<file path="src/rxGain_macros.svh">
`ifndef RXGAIN_MACROS_SVH
`define RXGAIN_MACROS_SVH

// ~~~~~~~~~~~~~~~~~~~~
// datapath widths
// ~~~~~~~~~~~~~~~~~~~~

// input samples and gain output
`define SAMPLE_WIDTH 18
// integrate-and-dump accumulator
`define ACC_WIDTH 48
// gain exponent, 0..30 used, 31 behaves as 30
`define EXP_WIDTH 5
// mantissa fraction, gain factor is 1.mantissa
`define MANT_WIDTH 16

// ~~~~~~~~~~~~~~~~~~~~
// register block
// ~~~~~~~~~~~~~~~~~~~~

`define DUMP_WIDTH 16
`define REG_ADDR_WIDTH 4
`define REG_DATA_WIDTH 32
`define DEFAULT_DUMP_LENGTH 4

`endif

</file>
<file path="src/dspTypesPkg.sv">
`include "rxGain_macros.svh"

package dspTypesPkg;

    // one sample on the stream, valid is a single-cycle strobe
    typedef struct packed {
        logic                             valid;
        logic signed [`SAMPLE_WIDTH-1:0]  data;
    } sample_t;

    // completed integrate-and-dump sum
    typedef struct packed {
        logic                             valid;
        logic signed [`ACC_WIDTH-1:0]     sum;
    } dumpResult_t;

    // gain = 2^(exponent-30) * (1 + mantissa/65536)
    typedef struct packed {
        logic [`EXP_WIDTH-1:0]            exponent;
        logic [`MANT_WIDTH-1:0]           mantissa;
    } gainSetting_t;

endpackage

</file>
<file path="src/regMapPkg.sv">
`include "rxGain_macros.svh"

package regMapPkg;

    // ~~~~~~~~~~~~~~~~~~~~
    // register addresses
    // ~~~~~~~~~~~~~~~~~~~~

    localparam logic [`REG_ADDR_WIDTH-1:0] GAIN_ADDR = `REG_ADDR_WIDTH'(0);
    localparam logic [`REG_ADDR_WIDTH-1:0] DUMP_ADDR = `REG_ADDR_WIDTH'(1);

    // ~~~~~~~~~~~~~~~~~~~~
    // write data layouts
    // ~~~~~~~~~~~~~~~~~~~~

    // gain register, exponent above mantissa in the low bits
    typedef struct packed {
        logic [`REG_DATA_WIDTH-`EXP_WIDTH-`MANT_WIDTH-1:0] pad;
        logic [`EXP_WIDTH-1:0]                              exponent;
        logic [`MANT_WIDTH-1:0]                             mantissa;
    } gainView_t;

    // dump length register
    typedef struct packed {
        logic [`REG_DATA_WIDTH-`DUMP_WIDTH-1:0]             pad;
        logic [`DUMP_WIDTH-1:0]                             dumpLength;
    } dumpView_t;

    // same write word, read through whichever view the address selects
    typedef union packed {
        gainView_t gainView;
        dumpView_t dumpView;
    } regWord_u;

endpackage

</file>
<file path="src/gainRegisters.sv">
`include "rxGain_macros.svh"

module gainRegisters (
    input  logic                        clk,
    input  logic                        rstN,
    input  logic                        wrEn,
    input  logic [`REG_ADDR_WIDTH-1:0]  wrAddr,
    input  regMapPkg::regWord_u         wrData,
    output dspTypesPkg::gainSetting_t   gain,
    output logic [`DUMP_WIDTH-1:0]      dumpLength
);

    import regMapPkg::*;

    // ~~~~~~~~~~~~~~~~~~~~
    // gain register
    // ~~~~~~~~~~~~~~~~~~~~

    // exponent and mantissa both come out of reset at zero
    always_ff @(posedge clk) begin
        if (!rstN) begin
            gain <= '0;
        end else if (wrEn && (wrAddr == GAIN_ADDR)) begin
            gain.exponent <= wrData.gainView.exponent;
            gain.mantissa <= wrData.gainView.mantissa;
        end
    end

    // ~~~~~~~~~~~~~~~~~~~~
    // dump length register
    // ~~~~~~~~~~~~~~~~~~~~

    always_ff @(posedge clk) begin
        if (!rstN) begin
            dumpLength <= `DUMP_WIDTH'(`DEFAULT_DUMP_LENGTH);
        end else if (wrEn && (wrAddr == DUMP_ADDR)) begin
            dumpLength <= wrData.dumpView.dumpLength;
        end
    end

    // writes to any other address fall through both decoders

endmodule

</file>
<file path="src/integrateDump.sv">
`include "rxGain_macros.svh"

module integrateDump (
    input  logic                        clk,
    input  logic                        rstN,
    input  dspTypesPkg::sample_t        sampleIn,
    input  logic [`DUMP_WIDTH-1:0]      dumpLength,
    output dspTypesPkg::dumpResult_t    sumOut
);

    logic [`DUMP_WIDTH-1:0]         sampleCount;
    logic [`DUMP_WIDTH-1:0]         lastIndex;
    logic signed [`ACC_WIDTH-1:0]   accum;
    logic signed [`ACC_WIDTH-1:0]   sampleExt;
    logic signed [`ACC_WIDTH-1:0]   accumNext;
    logic signed [`ACC_WIDTH-1:0]   sumData;
    logic                           sumValid;
    logic signed [`ACC_WIDTH-1:0]   outSum;
    logic                           outValid;
    logic                           dumpNow;

    // length 0 is treated as length 1
    assign lastIndex = (dumpLength == '0) ? '0 : dumpLength - 1'b1;

    assign sampleExt = {{(`ACC_WIDTH-`SAMPLE_WIDTH){sampleIn.data[`SAMPLE_WIDTH-1]}},
                        sampleIn.data};
    assign accumNext = accum + sampleExt;

    // >= so that shrinking the length mid-dump still ends the period
    assign dumpNow = sampleIn.valid && (sampleCount >= lastIndex);

    // ~~~~~~~~~~~~~~~~~~~~
    // counter and accumulator
    // ~~~~~~~~~~~~~~~~~~~~

    always_ff @(posedge clk) begin
        if (!rstN) begin
            sampleCount <= '0;
            accum       <= '0;
            sumValid    <= 1'b0;
        end else begin
            sumValid <= dumpNow;
            if (dumpNow) begin
                // restart empty, the next sample begins a fresh sum
                sampleCount <= '0;
                accum       <= '0;
            end else if (sampleIn.valid) begin
                sampleCount <= sampleCount + 1'b1;
                accum       <= accumNext;
            end
        end
    end

    // completed sum includes the sample accepted on the dump edge
    always_ff @(posedge clk) begin
        if (dumpNow) begin
            sumData <= accumNext;
        end
    end

    // ~~~~~~~~~~~~~~~~~~~~
    // output register
    // ~~~~~~~~~~~~~~~~~~~~

    // sum leaves one cycle after the dump edge
    always_ff @(posedge clk) begin
        if (!rstN) begin
            outValid <= 1'b0;
        end else begin
            outValid <= sumValid;
        end
    end

    always_ff @(posedge clk) begin
        outSum <= sumData;
    end

    assign sumOut.valid = outValid;
    assign sumOut.sum   = outSum;

endmodule

</file>
<file path="src/variableGain.sv">
`include "rxGain_macros.svh"

module variableGain (
    input  logic                        clk,
    input  logic                        rstN,
    input  dspTypesPkg::dumpResult_t    sumIn,
    input  dspTypesPkg::gainSetting_t   gain,
    output dspTypesPkg::sample_t        gainOut
);

    // exponent 30 selects the low 18 bits of the sum unshifted
    localparam int maxShift  = `ACC_WIDTH - `SAMPLE_WIDTH;
    localparam int prodWidth = 2 * `SAMPLE_WIDTH;
    localparam int prodTop   = prodWidth - `MANT_WIDTH - `SAMPLE_WIDTH + 1;

    // symmetric limits, +131071 and -131071
    localparam logic signed [`SAMPLE_WIDTH-1:0] satHigh =
        {1'b0, {(`SAMPLE_WIDTH-1){1'b1}}};
    localparam logic signed [`SAMPLE_WIDTH-1:0] satLow =
        {1'b1, {(`SAMPLE_WIDTH-2){1'b0}}, 1'b1};

    logic [`EXP_WIDTH-1:0]              expClamped;
    logic [`EXP_WIDTH-1:0]              shiftAmt;
    logic signed [`ACC_WIDTH-1:0]       shifted;
    logic                               sumSign;
    logic [maxShift-1:0]                highBits;

    logic                               s1Valid;
    logic                               s1SatPos;
    logic                               s1SatNeg;
    logic [`SAMPLE_WIDTH-1:0]           s1Window;
    logic [`MANT_WIDTH-1:0]             s1Mant;

    logic                               s2Valid;
    logic signed [`SAMPLE_WIDTH-1:0]    s2Shift;
    logic [`MANT_WIDTH-1:0]             s2Mant;

    logic                               s3Valid;
    logic signed [prodWidth-1:0]        s3Product;
    logic [prodTop-1:0]                 prodHigh;

    logic                               outValid;
    logic signed [`SAMPLE_WIDTH-1:0]    outData;

    // ~~~~~~~~~~~~~~~~~~~~
    // stage 1, window select
    // ~~~~~~~~~~~~~~~~~~~~

    assign expClamped = (gain.exponent > maxShift) ? `EXP_WIDTH'(maxShift) : gain.exponent;
    assign shiftAmt   = `EXP_WIDTH'(maxShift) - expClamped;
    assign shifted    = $signed(sumIn.sum) >>> shiftAmt;
    assign sumSign    = sumIn.sum[`ACC_WIDTH-1];

    // bits above the window must all match the sign for the value to fit
    assign highBits = shifted[`ACC_WIDTH-2:`SAMPLE_WIDTH-1];

    always_ff @(posedge clk) begin
        s1SatPos <= !sumSign && (highBits != '0);
        s1SatNeg <= sumSign && (highBits != '1);
        s1Window <= shifted[`SAMPLE_WIDTH-1:0];
        // mantissa travels with its sum from here on
        s1Mant   <= gain.mantissa;
    end

    // ~~~~~~~~~~~~~~~~~~~~
    // stage 2, shift saturation
    // ~~~~~~~~~~~~~~~~~~~~

    always_ff @(posedge clk) begin
        if (s1SatPos) begin
            s2Shift <= satHigh;
        end else if (s1SatNeg) begin
            s2Shift <= satLow;
        end else begin
            s2Shift <= s1Window;
        end
        s2Mant <= s1Mant;
    end

    // ~~~~~~~~~~~~~~~~~~~~
    // stage 3, 18x18 multiply
    // ~~~~~~~~~~~~~~~~~~~~

    // multiplicand is 1.mantissa, always positive
    always_ff @(posedge clk) begin
        s3Product <= s2Shift * $signed({{(`SAMPLE_WIDTH-`MANT_WIDTH-1){1'b0}}, 1'b1, s2Mant});
    end

    // ~~~~~~~~~~~~~~~~~~~~
    // stage 4, output saturation
    // ~~~~~~~~~~~~~~~~~~~~

    assign prodHigh = s3Product[prodWidth-1:`MANT_WIDTH+`SAMPLE_WIDTH-1];

    always_ff @(posedge clk) begin
        if ((prodHigh == '0) || (prodHigh == '1)) begin
            outData <= s3Product[`MANT_WIDTH+`SAMPLE_WIDTH-1:`MANT_WIDTH];
        end else begin
            outData <= s3Product[prodWidth-1] ? satLow : satHigh;
        end
    end

    // valid pipeline, four stages deep
    always_ff @(posedge clk) begin
        if (!rstN) begin
            s1Valid  <= 1'b0;
            s2Valid  <= 1'b0;
            s3Valid  <= 1'b0;
            outValid <= 1'b0;
        end else begin
            s1Valid  <= sumIn.valid;
            s2Valid  <= s1Valid;
            s3Valid  <= s2Valid;
            outValid <= s3Valid;
        end
    end

    assign gainOut.valid = outValid;
    assign gainOut.data  = outData;

endmodule

</file>
<file path="src/rxGainChain.sv">
`include "rxGain_macros.svh"

module rxGainChain (
    input  logic                        clk,
    input  logic                        rstN,
    input  dspTypesPkg::sample_t        sampleIn,
    input  logic                        wrEn,
    input  logic [`REG_ADDR_WIDTH-1:0]  wrAddr,
    input  regMapPkg::regWord_u         wrData,
    output dspTypesPkg::sample_t        gainOut
);

    import dspTypesPkg::*;

    gainSetting_t               gain;
    logic [`DUMP_WIDTH-1:0]     dumpLength;
    dumpResult_t                sumOut;

    // ~~~~~~~~~~~~~~~~~~~~
    // control registers
    // ~~~~~~~~~~~~~~~~~~~~

    gainRegisters regs (
        .clk        (clk),
        .rstN       (rstN),
        .wrEn       (wrEn),
        .wrAddr     (wrAddr),
        .wrData     (wrData),
        .gain       (gain),
        .dumpLength (dumpLength)
    );

    // ~~~~~~~~~~~~~~~~~~~~
    // datapath
    // ~~~~~~~~~~~~~~~~~~~~

    integrateDump decimator (
        .clk        (clk),
        .rstN       (rstN),
        .sampleIn   (sampleIn),
        .dumpLength (dumpLength),
        .sumOut     (sumOut)
    );

    // sum to output is 4 cycles, sample to output is 5
    variableGain scaler (
        .clk        (clk),
        .rstN       (rstN),
        .sumIn      (sumOut),
        .gain       (gain),
        .gainOut    (gainOut)
    );

endmodule

</file>
<file path="config.mk">
export PLATFORM = sky130hd
export DESIGN_NAME = rxGainChain
export DESIGN_NICKNAME = d
export VERILOG_FILES = /design/src/dspTypesPkg.sv /design/src/regMapPkg.sv /design/src/gainRegisters.sv /design/src/integrateDump.sv /design/src/variableGain.sv /design/src/rxGainChain.sv
export VERILOG_INCLUDE_DIRS = /design/src /design/src/src
export SDC_FILE = /design/constraint.sdc
export NUM_CORES = 1
export LEC_CHECK = 0
export BUFFER_PORTS_ARGS = -buffer_cell sky130_fd_sc_hd__buf_2
export CORE_MARGIN = 2
export CORE_UTILIZATION = 36
export DETAILED_ROUTE_END_ITERATION = 8
export SYNTH_ARGS = -nofsm -noshare
export SYNTH_HDL_FRONTEND = slang
export SYNTH_SLANG_ARGS = --single-unit
</file>
<file path="constraint.sdc">
create_clock -name clk -period 7.2 [get_ports clk]
set_input_delay 1.44 -clock clk [delete_from_list [all_inputs] [get_ports clk]]
set_output_delay 1.44 -clock clk [all_outputs]
set_load 0.02 [all_outputs]
</file>
**Word-level counts from Yosys, hierarchy flattened**

Index checks and enable logic that the tools add are counted.

- Input bits: 58
- Output and inout port bits: 19
- Word-level logic and storage cells: 52
- Bits in registers: 327

- $mul: 1
- Order comparisons: 2
- Reduce and logical (&&, ||, !) cells: 13
- Add/subtract/negate cells: 4
- Bitwise operators: 1
- Multiplexer cells: 5
- Shift-type cells: 1
- Equality and inequality tests: 3

Operators by type and width:

| kind | count |
|---|---|
| two-way mux 18 bit | 3 |
| adder 48 x 18 -> 48 bit | 1 |
| >>> shifter 48 x 5 -> 47 bit | 1 |
| multiplier 18 x 18 -> 36 bit | 1 |
| != test 30 bit, second input constant | 1 |
| nonzero test 30 bit | 1 |
| adder 16 x 1 -> 16 bit, second input constant | 1 |
| greater-or-equal comparator 16 bit | 1 |
| zero test 16 bit | 1 |
| two-way mux 16 bit | 1 |
| subtractor 16 x 1 -> 16 bit, second input constant | 1 |
| greater-than comparator 5 bit, second input constant | 1 |
| logical AND 1 bit | 5 |
| two-way mux 5 bit | 1 |
| subtractor 5 bit, first input constant | 1 |
| equality test 4 x 1 -> 1 bit, second input constant | 1 |
| zero test 4 bit | 1 |
| OR reduction 2 bit | 2 |
| equality test 3 bit, second input constant | 1 |
| zero test 3 bit | 1 |
| zero test 1 bit | 1 |
| logical OR 1 bit | 1 |
| NOT 1 bit | 1 |

**Logic depth before layout (Yosys ltp)**

- Depth after elaboration: 6
- Depth in mapped cells: 25
- Depth with buffers taken out: 23

**Modules after synthesis**

Synthesis repeated with hierarchy kept, for this count alone.

- Cell total of the unflattened synthesis: 2,751
- Area, all modules: 26,041.2 µm²

By module, submodules not included:

| module | cells each | area an instance (µm²) | seq. area each (µm²) | instances |
|---|---|---|---|---|
| variableGain | 1,755 | 16,204.3 | 2,242.2 | 1 |
| integrateDump | 850 | 8,399.3 | 3,723.6 | 1 |
| gainRegisters | 146 | 1,437.6 | 740.7 | 1 |

**Worst setup path after synthesis**

No wires, ideal clock.

- Path type: flip-flop to flip-flop
- Start: register scaler.s2Mant[10]
- End: register scaler.s3Product[33]
- Data arrival time: 5,872 ps
- Required time: 7,128 ps
- Stages on the path, launching flop included: 26
- Library setup time: 72 ps
- Path slack: 1,255 ps
- Buffers on the path: 3
- Period minus slack after synthesis: 5,945 ps
- Cells stage by stage: dfxtp_1 -> clkbuf_1 -> clkbuf_1 -> nand2_1 -> fa_1 -> inv_1 -> fa_1 -> inv_1 -> fa_1 -> inv_1 -> fa_1 -> fa_1 -> inv_1 -> fa_1 -> inv_1 -> ha_1 -> clkbuf_1 -> a21o_1 -> a21oi_1 -> o22ai_1 -> nor2_1 -> o21ai_1 -> a41oi_2 -> o221ai_1 -> a31oi_1 -> xnor2_1

- Longest elaborated chain between the ends: 1

Ends and longest elaborated chain:

| what | line | text |
|---|---|---|
| start, declared | variableGain.sv:36 | `` logic [`MANT_WIDTH-1:0] s2Mant; `` |
| start signal, assigned | variableGain.sv:77 | `s2Mant <= s1Mant;` |
| multiplier 18 x 18 -> 36 bit | variableGain.sv:86 | `` s3Product <= s2Shift * $signed({{(`SAMPLE_WIDTH-`MANT_WIDTH-1){1'b0}}, 1'b1, s2Mant}); `` |
| end signal, assigned | variableGain.sv:86 |  |
| end, declared | variableGain.sv:39 | `logic signed [prodWidth-1:0] s3Product;` |

Every way passes these cells.
A chain may end at the register's enable or synchronous reset.

**Final worst setup path**

- Start: register scaler.s2Shift[10]
- End: register scaler.s3Product[35]

- Longest elaborated chain between the ends: 1

Ends and longest elaborated chain:

| what | line | text |
|---|---|---|
| start, declared | variableGain.sv:35 | `` logic signed [`SAMPLE_WIDTH-1:0] s2Shift; `` |
| start signal, assigned | variableGain.sv:71 | `s2Shift <= satHigh;` |
| start signal, assigned | variableGain.sv:73 | `s2Shift <= satLow;` |
| start signal, assigned | variableGain.sv:75 | `s2Shift <= s1Window;` |
| multiplier 18 x 18 -> 36 bit | variableGain.sv:86 |  |

Every way passes these cells.

==> qor.txt <==
Count of mapped cells out of synthesis: 2763
Post-CTS clock slew at the launch and capture registers of the worst setup and hold paths: 0.07 ns
Global-route congestion overflow total: 0
Share of cell area taken by muxes after synthesis: 0.07581
Aggregate routed wire length: 54770 um
Yosys top cell area share: 0.2386
Library cell used as clock root buffer: sky130_fd_sc_hd__clkbuf_16
CP cell instances: and2_1 > fa_1 > inv_1 > fa_1 > fa_1 > fa_1 > inv_1 > fa_1 > inv_1 > fa_1 > inv_1 > ha_1 > nand3_1 > a21oi_1 > a221o_1 > a41o_1 > a41oi_2 > o22ai_1 > and4_1 > nor3_1
Register-to-Register Setup Slack: 0.68 ns
Hold Crit Class: reg2reg
Min-Delay Endpoint: scaler.s2Mant[6]
Clock latency of the later-clocked register in the worst-skew pair: 0.58 ns
Hold Violations, Final: 0
Endpoint arrival time on the critical path: 7.02 ns
Cell type contributing the most total cell area after synthesis: sky130_fd_sc_hd__fa_1
Buffer levels on the longest clock path: 3
Slowest cell on the critical path: sky130_fd_sc_hd__fa_1
Synthesis-to-layout area growth: 9.746%
Global-route wire length before repair: 93740 um
Area fraction in compound gates after synthesis: 0.08755
GRT Resource Usage Total: 0.1526
Layout cells sized above 1: 0.07288
Most frequent cell on the critical path: sky130_fd_sc_hd__fa_1
Sequential cell area fraction in the yosys report: 0.2578
Synthesis-stage register bit count: 311
Share of power burned in the clock network: 0.370
Final period util: 0.9050
FF-to-FF End: scaler.s3Product[35]
Number of fill cells: 7057
Async S/R FF share, synth: 0
Number of clock buffers inserted by TritonCTS: 39
Count of nets left with antenna violations after detail routing: 0
Worst Hold Launch: scaler.s1Mant[6]
Per-cell routed wire length: 14.60 um
Power per unit of standard cell area: 188.0 mW/mm^2
Depth of the most critical reg-to-reg path: 20
Number of nets at the end of the flow: 3288
Leading cell types by total area after synthesis: sky130_fd_sc_hd__fa_1, sky130_fd_sc_hd__dfxtp_1, sky130_fd_sc_hd__ha_1
CTS Sinks: 311
Number of global-route vias before repair: 18630
Setup bufs post-CTS: 0
Final period demand of the worst path: 6.516 ns
Sw Ratio: 0.3162
Placeable Area: 0.07149 sq mm
Number of cells on the worst hold path: 0
Peak ir drop on the vdd network: 0.0001968 V
Main flop type after synthesis: sky130_fd_sc_hd__dfxtp_1
Startpoint class of the critical path: register
Cell Rows: 98
Combinational power share: 0.243
Beginning of the worst register-to-register path: scaler.s2Shift[10]
GPL Wtd Cong: 0.8675
Gates resized, CTS repair: 0
CTS HTree Levels: 2
Setup repair after global routing missed its margin: false
DRC errors left: 0
Adder and majority gate portion of the synthesized area: 0.3112
Worst-path fanout max: 17
Maximum capacitance violations: 0
Post-synthesis instance area: 0.02601 sq mm
Endpoint type of the worst setup path: register
Number of max-slew violations in the final report: 0
Maximum number of pins on one net before global-route repair: 58
Lkg Pwr: 13.34 nW
Hold_ws: 0.3239 ns
Synth Area in Simple Gates: 0.1551
Total die area: 0.07442 sq mm
Synthesized Nets: 3282
Final setup vio count: 0
Effective utilization at floorplan: 0.3638
Number of enable flip-flop cells after synthesis: 48
Internal power contribution: 3.669 mW
Clock tree from TritonCTS: built
Number of antenna violations at the first check in global routing: 3
Worst setup skew after layout: 0.02674 ns
CTS hold repair buffers: 0
I/O pin count: 77
Mean instance size in the synthesized netlist: 9.414 sq um
Iter 0 DRT Violations: 784
Yosys warns: 0
Via density: 4.805
Switching pwr: 1.697 mW
Tightest slew margin relative to the limit: 0.2482
Setup TNS: 0 ns
Via total after detailed routing: 18030
Number of distinct standard cells referenced by the synthesized netlist: 76
Transition time of the tightest slew-check pin: 1.128 ns
Start-to-end type of the worst setup path: reg2reg
Vertical die dimension: 272.8 um
Maximum frequency from static timing analysis: 153.5 MHz
Outcome: finished clean
Number of detailed-route iterations in the first pass: 5
Dominant combinational cell family by area after synthesis: adder cells
Xor and xnor fraction of the mapped netlist area: 0.03199
Total half-perimeter wirelength after legalization and detailed placement: 43300 um
Required time of the worst setup path: 7.70 ns
Die Wd: 272.8 um
CP peak stage delay: 0.57 ns
Sequential share of power: 0.386
Number of port buffers: 65
==> area by class of cell <==
| type | instances | area [sq um] | share of cell area |
|---|---|---|---|
| clock buffers | 49 | 1044 | 0.03656 |
| flip-flops and latches | 311 | 6706 | 0.2349 |
| repair buffers | 91 | 520.5 | 0.01823 |
| multi-input cells | 1920 | 17270 | 0.6050 |
| inverters | 406 | 1529 | 0.05356 |
| well taps | 950 | 1189 | 0.04164 |
| clock inverters | 22 | 282.8 | 0.009906 |
| diodes | 2 | 5.005 | 0.0001753 |
==> logic make-up after synthesis <==
group                      Yosys count
xor gates and xnor gates            95
and+or+nand+nor                    855
adders and majority gates          461
buffers and inverters              532
DFF                                311
AOI/OAI and AO/OA                  349
muxes                              160
==> synthesized netlist by cell type (5+ instances only) <==
library cell                 n
sky130_fd_sc_hd__a31oi_1    18
sky130_fd_sc_hd__and2_1    148
sky130_fd_sc_hd__o211ai_1    7
sky130_fd_sc_hd__o21bai_1   15
sky130_fd_sc_hd__xnor2_1    57
sky130_fd_sc_hd__nand2_1   361
sky130_fd_sc_hd__inv_1     405
sky130_fd_sc_hd__a211oi_1   13
sky130_fd_sc_hd__or3_1      11
sky130_fd_sc_hd__fa_1      310
sky130_fd_sc_hd__nor2b_1    23
sky130_fd_sc_hd__mux2_2      7
sky130_fd_sc_hd__mux4_2     25
sky130_fd_sc_hd__clkbuf_1  100
sky130_fd_sc_hd__ha_1      151
sky130_fd_sc_hd__nor4_1     12
sky130_fd_sc_hd__nand2b_1   11
sky130_fd_sc_hd__nand3b_1    6
sky130_fd_sc_hd__buf_1       5
sky130_fd_sc_hd__nor3_1     26
sky130_fd_sc_hd__mux2i_1   125
sky130_fd_sc_hd__and4_1      5
sky130_fd_sc_hd__buf_4       6
sky130_fd_sc_hd__xor2_1     38
sky130_fd_sc_hd__or4_1       5
sky130_fd_sc_hd__a21o_1     53
sky130_fd_sc_hd__o21a_1     10
sky130_fd_sc_hd__a32o_1      7
sky130_fd_sc_hd__a21boi_0   25
sky130_fd_sc_hd__a21oi_1   104
sky130_fd_sc_hd__nand4_1    23
sky130_fd_sc_hd__buf_2       9
sky130_fd_sc_hd__o21ai_0    52
sky130_fd_sc_hd__nor2_1    154
sky130_fd_sc_hd__edfxtp_1   48
sky130_fd_sc_hd__dfxtp_1   263
sky130_fd_sc_hd__nand3_1    45
sky130_fd_sc_hd__and3_1     15
==> sequential cells by signal, summed over array words and instances (netlist names), 18 cells and up <==
register / flops
scaler.s2Shift: 18
scaler.s1Window: 18
decimator.outSum: 48
regs.gain: 21
decimator.sumData: 48
decimator.accum: 48
scaler.s3Product: 20
scaler.outData: 18
==> per-stage QoR <==
step	util	cell area (sq um)	total power, mW	setup WS (ns)	cells
after floorplan	-	26010	3.079	1.256	2763
after global placement	0.3807	27210	3.401	0.6480	3678
after detailed placement	0.3807	27210	3.416	0.6286	3678
after CTS	0.3992	28540	5.441	0.6456	3749
after global routing	0.3993	28540	5.706	0.2997	3751
final	0.3993	28540	5.366	0.6838	3751
==> critical path: cells and delay by family, from the launching register on <==
kind	cells	cell delay, ns
simple gates	4	0.85
fa+ha+maj	7	3.32
flops	1	0.55
buf+inv	4	0.19
compound gates	5	1.54
==> metal layers <==
layer / global-route usage / vias up / wire length (um)
li1: - / 8964 / -
met1: 0.2095 / 8720 / 26760
met2: 0.2529 / 274 / 24880
met3: 0.02038 / 65 / 2045
met4: 0.04034 / 2 / 1066
met5: 0 / - / 13
==> power groups by stage <==
stage	logic (mW)	registers (mW)	clock network, mW
after global placement	1.29	2.11	0
after CTS	1.31	2.07	2.05
after detailed placement	1.30	2.11	0
after global routing	1.49	2.09	2.12
after floorplan	0.952	2.13	0
final	1.30	2.07	1.99
==> how the worst max path moves through the flow <==
stage,depth (start not counted),slack [ns],startpoint,end
4_1_cts,20,0.65,scaler.s2Shift[10],scaler.s3Product[35]
5_1_grt,20,0.30,scaler.s2Mant[0],scaler.s3Product[35]
3_3_place_gp,20,0.65,scaler.s2Shift[10],scaler.s3Product[35]
6_report,20,0.68,scaler.s2Shift[10],scaler.s3Product[35]
3_5_place_dp,20,0.63,scaler.s2Shift[10],scaler.s3Product[35]
2_1_floorplan,25,1.26,scaler.s2Mant[10],scaler.s3Product[33]
==> layout by cell type, fill, tap and decap left out, types with 15 or more instances in the layout <==
master / instances
sky130_fd_sc_hd__a21boi_0: 25
sky130_fd_sc_hd__xnor2_1: 55
sky130_fd_sc_hd__a31oi_1: 18
sky130_fd_sc_hd__a21o_1: 53
sky130_fd_sc_hd__clkbuf_16: 39
sky130_fd_sc_hd__nor2b_1: 23
sky130_fd_sc_hd__mux4_2: 25
sky130_fd_sc_hd__xor2_1: 36
sky130_fd_sc_hd__buf_2: 65
sky130_fd_sc_hd__mux2i_1: 125
sky130_fd_sc_hd__nand4_1: 23
sky130_fd_sc_hd__and3_1: 15
sky130_fd_sc_hd__o21ai_0: 52
sky130_fd_sc_hd__o21bai_1: 15
sky130_fd_sc_hd__edfxtp_1: 48
sky130_fd_sc_hd__nor2_1: 153
sky130_fd_sc_hd__a21oi_1: 104
sky130_fd_sc_hd__dfxtp_1: 263
sky130_fd_sc_hd__and2_1: 148
sky130_fd_sc_hd__fa_1: 310
sky130_fd_sc_hd__ha_1: 150
sky130_fd_sc_hd__inv_1: 405
sky130_fd_sc_hd__nor3_1: 26
sky130_fd_sc_hd__buf_4: 26
sky130_fd_sc_hd__nand3_1: 45
sky130_fd_sc_hd__nand2_1: 361
Power figures use the tool's default switching activity.
